### src/design/lq_pkg.sv
// load queue entry shared definitions
// id and byte mask types, line offset and id age compare

package lq_pkg;

  //======================================================================
  // instruction id
  //======================================================================
  // msb is the wrap flag, low bits the sequence number
  localparam int IID_W = 7;

  typedef logic [IID_W-1:0] iid_t;

  //======================================================================
  // cache line geometry
  //======================================================================
  // one valid bit per byte of a 16 byte line
  localparam int BYTES_W = 16;

  typedef logic [BYTES_W-1:0] bytes_t;

  // offset bits below the stored line index
  localparam int LINE_OFFS = 4;

  // true when id a is older than id b
  function automatic logic iid_older(input iid_t a, input iid_t b);
    logic same_wrap;
    logic older;
    same_wrap = (a[IID_W-1] == b[IID_W-1]);
    // same lap, smaller sequence is older
    if (same_wrap)
    begin
      older = (a[IID_W-2:0] < b[IID_W-2:0]);
    end
    // id counter wrapped between them, larger sequence is older
    else
    begin
      older = (a[IID_W-2:0] > b[IID_W-2:0]);
    end
    return older;
  endfunction

endpackage

### src/design/lq_entry_if.sv
// load queue entry contents
// registered entry state from storage to the speculation checkers
`timescale 1ns/100ps

interface lq_entry_if #(
  parameter int PA_WIDTH = 40
);
  import lq_pkg::*;

  // entry holds a live load
  logic                          vld;
  // id of the queued load
  iid_t                          iid;
  // entry came from the second half of a split load
  logic                          secd;
  // physical line index, address above the line offset
  logic [PA_WIDTH-LINE_OFFS-1:0] line;
  // bytes already read by the queued load
  bytes_t                        bytes;

  // storage side drives the contents
  modport store (output vld, iid, secd, line, bytes);
  // checkers only look
  modport check (input vld, iid, secd, line, bytes);

endinterface

### src/design/lq_entry_store.sv
// load queue entry storage
// valid bit and data registers of one queued load,
// commit release and instance hit lookup
`timescale 1ns/100ps

module lq_entry_store #(
  parameter int PA_WIDTH = 40
) (
  input  logic                lq_clk,
  input  logic                cpurst_b,
  input  logic                create0_vld,
  input  logic                create1_vld,
  input  logic                create0_dp_vld,
  input  logic                create1_dp_vld,
  input  logic [PA_WIDTH-1:0] ld_addr0,
  input  logic [PA_WIDTH-1:0] ld_addr1,
  input  lq_pkg::bytes_t      ld_bytes_vld,
  input  lq_pkg::bytes_t      ld_bytes_vld1,
  input  lq_pkg::iid_t        ld_iid,
  input  logic                ld_secd,
  input  logic                commit0,
  input  logic                commit1,
  input  logic                commit2,
  input  lq_pkg::iid_t        commit0_iid,
  input  lq_pkg::iid_t        commit1_iid,
  input  lq_pkg::iid_t        commit2_iid,
  input  logic                flush,
  output logic                inst_hit,
  lq_entry_if.store           ent
);
  import lq_pkg::*;

  localparam int LINE_W = PA_WIDTH - LINE_OFFS;

  logic              entry_vld;
  iid_t              entry_iid;
  logic              entry_secd;
  logic [LINE_W-1:0] entry_line;
  bytes_t            entry_bytes;

  logic              create_vld;
  logic              cmit_hit0;
  logic              cmit_hit1;
  logic              cmit_hit2;
  logic              pop_vld;

  //======================================================================
  // entry valid
  //======================================================================
  // either load pipe slot may allocate
  assign create_vld = create0_vld | create1_vld;

  // pop and flush win over a same cycle create
  always_ff @(posedge lq_clk or negedge cpurst_b)
  begin
    if (!cpurst_b)
      entry_vld <= 1'b0;
    else if (pop_vld || flush)
      entry_vld <= 1'b0;
    else if (create_vld)
      entry_vld <= 1'b1;
  end

  //======================================================================
  // entry data
  //======================================================================
  // slot 0 first, slot 1 only as the second half of a split load
  always_ff @(posedge lq_clk or negedge cpurst_b)
  begin
    if (!cpurst_b)
    begin
      entry_line  <= '0;
      entry_bytes <= '0;
      entry_iid   <= '0;
      entry_secd  <= 1'b0;
    end
    else if (create0_dp_vld)
    begin
      entry_line  <= ld_addr0[PA_WIDTH-1:LINE_OFFS];
      entry_bytes <= ld_bytes_vld;
      entry_iid   <= ld_iid;
      entry_secd  <= ld_secd;
    end
    else if (create1_dp_vld)
    begin
      entry_line  <= ld_addr1[PA_WIDTH-1:LINE_OFFS];
      entry_bytes <= ld_bytes_vld1;
      entry_iid   <= ld_iid;
      // second half always marked
      entry_secd  <= 1'b1;
    end
  end

  //======================================================================
  // commit release
  //======================================================================
  // any of the three retire ports naming this id
  assign cmit_hit0 = commit0 && (commit0_iid == entry_iid);
  assign cmit_hit1 = commit1 && (commit1_iid == entry_iid);
  assign cmit_hit2 = commit2 && (commit2_iid == entry_iid);

  assign pop_vld   = entry_vld && (cmit_hit0 || cmit_hit1 || cmit_hit2);

  // load in the pipe already owns this entry
  assign inst_hit  = entry_vld
                     && (entry_secd == ld_secd)
                     && (entry_iid == ld_iid);

  // contents out to the checkers
  assign ent.vld   = entry_vld;
  assign ent.iid   = entry_iid;
  assign ent.secd  = entry_secd;
  assign ent.line  = entry_line;
  assign ent.bytes = entry_bytes;

endmodule

### src/design/lq_rar_check.sv
// read after read speculation check
// flags an older pipe load reading bytes this newer entry already read
`timescale 1ns/100ps

module lq_rar_check #(
  parameter int PA_WIDTH = 40
) (
  input  logic                ld_inst_chk_vld,
  input  logic                ld_chk_addr1_vld,
  input  logic [PA_WIDTH-1:0] ld_addr0,
  input  logic [PA_WIDTH-1:0] ld_addr1,
  input  lq_pkg::bytes_t      ld_bytes_vld,
  input  lq_pkg::bytes_t      ld_bytes_vld1,
  input  lq_pkg::iid_t        ld_iid,
  input  logic                corr_dis,
  lq_entry_if.check           ent,
  output logic                rar_spec_fail
);
  import lq_pkg::*;

  logic ent_newer;
  logic addr0_hit;
  logic addr1_hit;
  logic bytes0_hit;
  logic bytes1_hit;
  logic fail0;
  logic fail1;

  //======================================================================
  // compare
  //======================================================================
  // pipe load older than the queued one
  assign ent_newer  = ent.vld && iid_older(ld_iid, ent.iid);

  // line index match on both pipe addresses
  assign addr0_hit  = (ent.line == ld_addr0[PA_WIDTH-1:LINE_OFFS]);
  assign addr1_hit  = (ent.line == ld_addr1[PA_WIDTH-1:LINE_OFFS]);

  // any byte in common
  assign bytes0_hit = |(ent.bytes & ld_bytes_vld);
  assign bytes1_hit = |(ent.bytes & ld_bytes_vld1);

  // case 0 on the primary address
  assign fail0 = ent_newer && ld_inst_chk_vld && addr0_hit && bytes0_hit;
  // case 1 on the cross line second address
  assign fail1 = ent_newer && ld_chk_addr1_vld && addr1_hit && bytes1_hit;

  // check can be turned off
  assign rar_spec_fail = (fail0 || fail1) && !corr_dis;

endmodule

### src/design/lq_raw_check.sv
// read after write speculation check
// flags an older store writing bytes this newer entry already read
`timescale 1ns/100ps

module lq_raw_check #(
  parameter int PA_WIDTH = 40
) (
  input  logic [PA_WIDTH-1:0] st_addr0,
  input  lq_pkg::bytes_t      st_bytes_vld,
  input  lq_pkg::iid_t        st_iid,
  input  logic                st_chk_st_vld,
  input  logic                st_chk_statomic_vld,
  lq_entry_if.check           ent,
  output logic                raw_spec_fail
);
  import lq_pkg::*;

  logic ent_newer;
  logic st_chk_vld;
  logic addr_hit;
  logic bytes_hit;

  // store older than the queued load
  assign ent_newer  = ent.vld && iid_older(st_iid, ent.iid);

  // plain store or store atomic both checked
  assign st_chk_vld = st_chk_st_vld || st_chk_statomic_vld;

  assign addr_hit   = (ent.line == st_addr0[PA_WIDTH-1:LINE_OFFS]);
  assign bytes_hit  = |(ent.bytes & st_bytes_vld);

  // no corr_dis mask here
  assign raw_spec_fail = ent_newer && st_chk_vld && addr_hit && bytes_hit;

endmodule

### src/design/lq_entry.sv
// load queue entry
// one queued load with commit release, instance hit and
// read after read / read after write speculation checks
`timescale 1ns/100ps

module lq_entry #(
  parameter int PA_WIDTH = 40
) (
  input  logic                lq_clk,
  input  logic                cpurst_b,
  input  logic                create0_vld,
  input  logic                create1_vld,
  input  logic                create0_dp_vld,
  input  logic                create1_dp_vld,
  input  logic [PA_WIDTH-1:0] ld_addr0,
  input  logic [PA_WIDTH-1:0] ld_addr1,
  input  lq_pkg::bytes_t      ld_bytes_vld,
  input  lq_pkg::bytes_t      ld_bytes_vld1,
  input  lq_pkg::iid_t        ld_iid,
  input  logic                ld_secd,
  input  logic                ld_inst_chk_vld,
  input  logic                ld_chk_addr1_vld,
  input  logic                corr_dis,
  input  logic                commit0,
  input  logic                commit1,
  input  logic                commit2,
  input  lq_pkg::iid_t        commit0_iid,
  input  lq_pkg::iid_t        commit1_iid,
  input  lq_pkg::iid_t        commit2_iid,
  input  logic                flush,
  input  logic [PA_WIDTH-1:0] st_addr0,
  input  lq_pkg::bytes_t      st_bytes_vld,
  input  lq_pkg::iid_t        st_iid,
  input  logic                st_chk_st_vld,
  input  logic                st_chk_statomic_vld,
  output logic                vld,
  output logic                inst_hit,
  output logic                rar_spec_fail,
  output logic                raw_spec_fail
);

  //======================================================================
  // entry contents bus
  //======================================================================
  lq_entry_if #(.PA_WIDTH(PA_WIDTH)) ent_if ();

  assign vld = ent_if.vld;

  //======================================================================
  // storage
  //======================================================================
  lq_entry_store #(.PA_WIDTH(PA_WIDTH)) store_i (
    .lq_clk         (lq_clk),
    .cpurst_b       (cpurst_b),
    .create0_vld    (create0_vld),
    .create1_vld    (create1_vld),
    .create0_dp_vld (create0_dp_vld),
    .create1_dp_vld (create1_dp_vld),
    .ld_addr0       (ld_addr0),
    .ld_addr1       (ld_addr1),
    .ld_bytes_vld   (ld_bytes_vld),
    .ld_bytes_vld1  (ld_bytes_vld1),
    .ld_iid         (ld_iid),
    .ld_secd        (ld_secd),
    .commit0        (commit0),
    .commit1        (commit1),
    .commit2        (commit2),
    .commit0_iid    (commit0_iid),
    .commit1_iid    (commit1_iid),
    .commit2_iid    (commit2_iid),
    .flush          (flush),
    .inst_hit       (inst_hit),
    .ent            (ent_if.store)
  );

  //======================================================================
  // speculation checks
  //======================================================================
  lq_rar_check #(.PA_WIDTH(PA_WIDTH)) rar_i (
    .ld_inst_chk_vld  (ld_inst_chk_vld),
    .ld_chk_addr1_vld (ld_chk_addr1_vld),
    .ld_addr0         (ld_addr0),
    .ld_addr1         (ld_addr1),
    .ld_bytes_vld     (ld_bytes_vld),
    .ld_bytes_vld1    (ld_bytes_vld1),
    .ld_iid           (ld_iid),
    .corr_dis         (corr_dis),
    .ent              (ent_if.check),
    .rar_spec_fail    (rar_spec_fail)
  );

  // store pipe side
  lq_raw_check #(.PA_WIDTH(PA_WIDTH)) raw_i (
    .st_addr0            (st_addr0),
    .st_bytes_vld        (st_bytes_vld),
    .st_iid              (st_iid),
    .st_chk_st_vld       (st_chk_st_vld),
    .st_chk_statomic_vld (st_chk_statomic_vld),
    .ent                 (ent_if.check),
    .raw_spec_fail       (raw_spec_fail)
  );

endmodule

### config.mk
export PLATFORM = sky130hd
export DESIGN_NAME = lq_entry
export DESIGN_NICKNAME = d
export VERILOG_FILES = /design/src/design/lq_pkg.sv /design/src/design/lq_entry_if.sv /design/src/design/lq_entry_store.sv /design/src/design/lq_rar_check.sv /design/src/design/lq_raw_check.sv /design/src/design/lq_entry.sv
export SDC_FILE = /design/constraint.sdc
export NUM_CORES = 1
export LEC_CHECK = 0
export ABC_AREA = 1
export BUFFER_PORTS_ARGS = -buffer_cell sky130_fd_sc_hd__buf_2
export CORE_ASPECT_RATIO = 0.8
export CORE_MARGIN = 10
export CORE_UTILIZATION = 50
export CTS_CLUSTER_SIZE = 30
export DETAILED_ROUTE_END_ITERATION = 6
export PLACE_DENSITY = 0.94
export SETUP_SLACK_MARGIN = 0.02
export SLEW_MARGIN = 10
export SYNTH_ARGS = -nofsm -noshare
export SYNTH_HDL_FRONTEND = slang
export SYNTH_SLANG_ARGS = --single-unit
### constraint.sdc
create_clock -name lq_clk -period 1.65 [get_ports lq_clk]
set_input_delay 0.165 -clock lq_clk [delete_from_list [all_inputs] [get_ports lq_clk]]
set_output_delay 0.165 -clock lq_clk [all_outputs]
set_load 0.02 [all_outputs]
==> impl_metrics.py <==
metrics = {
    "sta": {
        "slew_viol_final": 0,
        "skew_ps": 2.881,
        "tightestPinTransition_ps": 408.4,
        "fin_crit_sh_pct": 132.6,
        "whs_ps": 65.44,
        "clock.fmax_mhz": 457.2,
        "rsz0062_at_grt": "yes",
        "maxSlewHeadroom_pct": 72.77,
        "hold_viol_final": 0,
        "period_needed_ps": 2187,
        "fin_ws_ps": -537.3,
        "setup_viol": 3,
    },
    "worst_hold_path": {
        "hold_end": "store_i.ent.vld",
        "hold_start": "flush",
        "worst_hold_path_type": "in -> reg",
        "min_path_cells": 3,
    },
    "final_layout": {
        "fillers": 821,
        "final_area_mm2": 0.007460,
        "fin_nets": 1357,
        "final_core_util_pct": 71.98,
        "drive_above_1_share_pct": 29.73,
        "area_growth_pct": 38.81,
    },
    "route": {
        "routed_wl_mm": 22.70,
        "via_count": 7086,
        "routedWlPerCell_um": 17.85,
        "vias_per_cell": 5.571,
        "drcViolationCount": 0,
        "final_antenna_net_count": 0,
        "drtPass1Iterations": 5,
        "drt_iter0_drc": 849,
    },
    "floorplanning": {
        "die-area_mm2": 0.01532,
        "fp.dieH_um": 112.7,
        "io_pins": 223,
        "die_w_um": 135.9,
        "coreArea_mm2": 0.01036,
        "num_rows": 33,
        "initial_core_util_pct": 51.85,
    },
    "worst_setup_path": {
        "crit_path_max_fanout": 3,
        "cp-start-kind": "register",
        "r2r_start": "store_i.ent.iid[4]",
        "critPathKind": "reg -> out",
        "crit_arrival_ps": 2020,
        "rrSetupSlack_ps": 230,
        "crit_buf_inv": 2,
        "cpMaxStageDelayCell": "dfrtp_1",
        "cpMostUsedCell": "o21ai_2",
        "crit_chain": "inv_2 -> ha_1 -> a21oi_1 -> o21ai_2 -> a21oi_2 -> nand2_1 -> o21ai_2 -> nor2_2 -> buf_6",
        "end_kind": "output port",
        "reg2regPathDepth": 8,
        "crit_path_max_incr_delay_ps": 400,
        "r2r_end": "store_i.ent.vld",
        "critical-path-top-delay-family": "compound AO/OA/AOI/OAI gates",
        "critical_path_required_ps": 1480,
    },
    "place": {
        "postPlaceCellArea_mm2": 0.006837,
        "io_buffers": 210,
        "dp_slack_ps": -202.4,
        "dp_hpwl_mm": 17.02,
        "gp_congestion": 0.9548,
    },
    "synthesis": {
        "yosysWarnings": 0,
        "netlist-cell-type-count": 34,
        "synthesis.nets": 1112,
        "syn_avg_cell_area_um2": 6.100,
        "synth-seq-cells": 61,
        "synth_cells": 881,
        "ys_seq_area_share_pct": 28.41,
        "synthesis.area_mm2": 0.005374,
    },
    "clock_network": {
        "cts-root-to-sink-buffers": 2,
        "cts_root_buf": "clkbuf_16",
        "htree_levels": 3,
        "cts_tree": "built",
        "numCtsBuffers": 9,
        "clock_latency_ps": 330,
        "cts.sinks": 61,
        "clkTransAtPathRegs_ps": 50,
    },
    "grt": {
        "grt_pass1_wl_mm": 33.49,
        "antenna_found_initial": 4,
        "grtUsageTotal_pct": 26.95,
        "grt-ovfl-total": 0,
        "grt_pass1_vias": 6772,
        "grt_max_degree": 68,
    },
    "status": {
        "status": "complete, but fails checks",
        "failed_checks": "setup timing",
    },
    "power_and_ir_drop": {
        "p_per_area_mw_per_mm2": 749.2,
        "p_leak_nw": 4.064,
        "peakVddDrop_mv": 0.5323,
    },
    "flow_run": {
        "max_cap_viol_count": 0,
    },
}
[sequential cells by signal, indices dropped and copies added, names as in the netlist]
| name | flops |
|---|---|
| store_i.ent.bytes | 16 |
| store_i.ent.iid | 7 |
| store_i.ent.line | 36 |
| store_i.ent.vld | 1 |
| store_i.ent.secd | 1 |
[what timing repair did]
item,4_1_cts,5_1_grt
endpoints found under the hold margin,12,0
endpoints found under the setup margin,3,3
hold buffers,1,0
pin swaps,15,18
gates resized for setup,36,28
buffers inserted,1,5
[worst reg2reg max path: cells and delay by family (launching register included)]
family	cells	cell delay [ps]
compound gates	1	70
buf+inv	2	290
flops	1	390
simple gates	5	560
[area by class of cell]
| type | count | area [um2] | area share [%] |
|---|---|---|---|
| Tap cell | 140 | 175.2 | 2.348 |
| Antenna cell | 2 | 5.005 | 0.06709 |
| Sequential cell | 61 | 1526 | 20.46 |
| Clock buffer | 14 | 274.0 | 3.673 |
| Clock inverter | 1 | 5.005 | 0.06709 |
| Inverter | 135 | 506.7 | 6.793 |
| Multi-Input combinational cell | 661 | 3490 | 46.78 |
| Timing Repair Buffer | 258 | 1478 | 19.81 |
[cells in the final DEF (no fill, tap or decap), types with 22 or more instances in the layout]
| cell type | instances |
|---|---|
| a21oi_1 | 96 |
| o21ai_0 | 44 |
| buf_4 | 42 |
| inv_1 | 112 |
| inv_2 | 22 |
| dfrtp_1 | 61 |
| buf_2 | 207 |
| nor2_1 | 64 |
| xnor2_1 | 28 |
| nand2_1 | 288 |
[how the worst max path moves through the flow]
stage / start / end / slack (ps) / depth (start not counted)
after floorplan: store_i.ent.iid[4] / rar_spec_fail / 30 / 10
after global placement: store_i.ent.iid[5] / rar_spec_fail / -110 / 11
after detailed placement: store_i.ent.iid[5] / rar_spec_fail / -200 / 11
after CTS: store_i.ent.iid[5] / rar_spec_fail / -420 / 10
after global routing: store_i.ent.iid[3] / raw_spec_fail / -580 / 9
final: store_i.ent.iid[3] / raw_spec_fail / -540 / 9
[cells in the mapped netlist]
master,number,area (um2)
nand2_1,293,1100
inv_1,125,469.2
a21oi_1,99,495.5
nor2_1,71,266.5
dfrtp_1,61,1526
o21ai_0,47,235.2
xnor2_1,31,271.5
nand4_1,20,125.1
o21ai_1,20,100.1
xor2_1,15,131.4
nor3_1,13,65.06
ha_1,12,150.1
buf_2,11,55.05
inv_2,9,33.78
nand3_1,9,45.04
o211ai_1,8,60.06
o22ai_1,7,43.79
buf_4,4,30.03
clkbuf_1,4,15.01
a22oi_1,3,22.52
or2_2,3,18.77
a21boi_1,2,15.01
buf_1,2,7.510
clkbuf_2,2,10.01
a31oi_1,1,6.260
and2_0,1,6.260
buf_6,1,11.26
clkinv_1,1,3.750
nand2_2,1,6.260
nand3b_1,1,7.510
nor2_2,1,6.260
nor2_8,1,20.02
nor4_1,1,6.260
o21bai_1,1,7.510
[power by group]
group	internal [mW]	switching, mW	total [mW]
Sequential	1.65	0.173	1.82
Combinational	0.839	1.10	1.94
Clock	1.13	0.698	1.83
Total	3.62	1.97	5.59
[through the flow]
stage	cells	power [mW]	TNS, ps
finish	1272	5.589	-1354
global route	1271	5.862	-1576
CTS	1265	5.404	-1130
detailed placement	1248	3.515	-432.7
global placement	1248	3.462	-220.6
floorplan	881	2.752	0
[per-layer routing]
metal / wire (um) / track usage, % / up-vias
met3: 3276 / 9.991 / 78
met2: 10230 / 43.34 / 570
met1: 8481 / 33.55 / 3138
li1: - / - / 3296
met4: 692 / 6.520 / 4
met5: 14 / 0 / -
[cells by family (layout without fill, tap and decap cells)]
family | count (synthesis) | in the layout | synth area share, %
compound gates | 188 | 188 | 18.35
xor+xnor | 46 | 46 | 7.497
fa+ha+maj | 12 | 12 | 2.794
buf+inv | 159 | 408 | 11.83
flops | 61 | 61 | 28.41
other cells | 0 | 2 | 0
simple gates | 415 | 415 | 31.13
(Power assumes the default switching activity.)
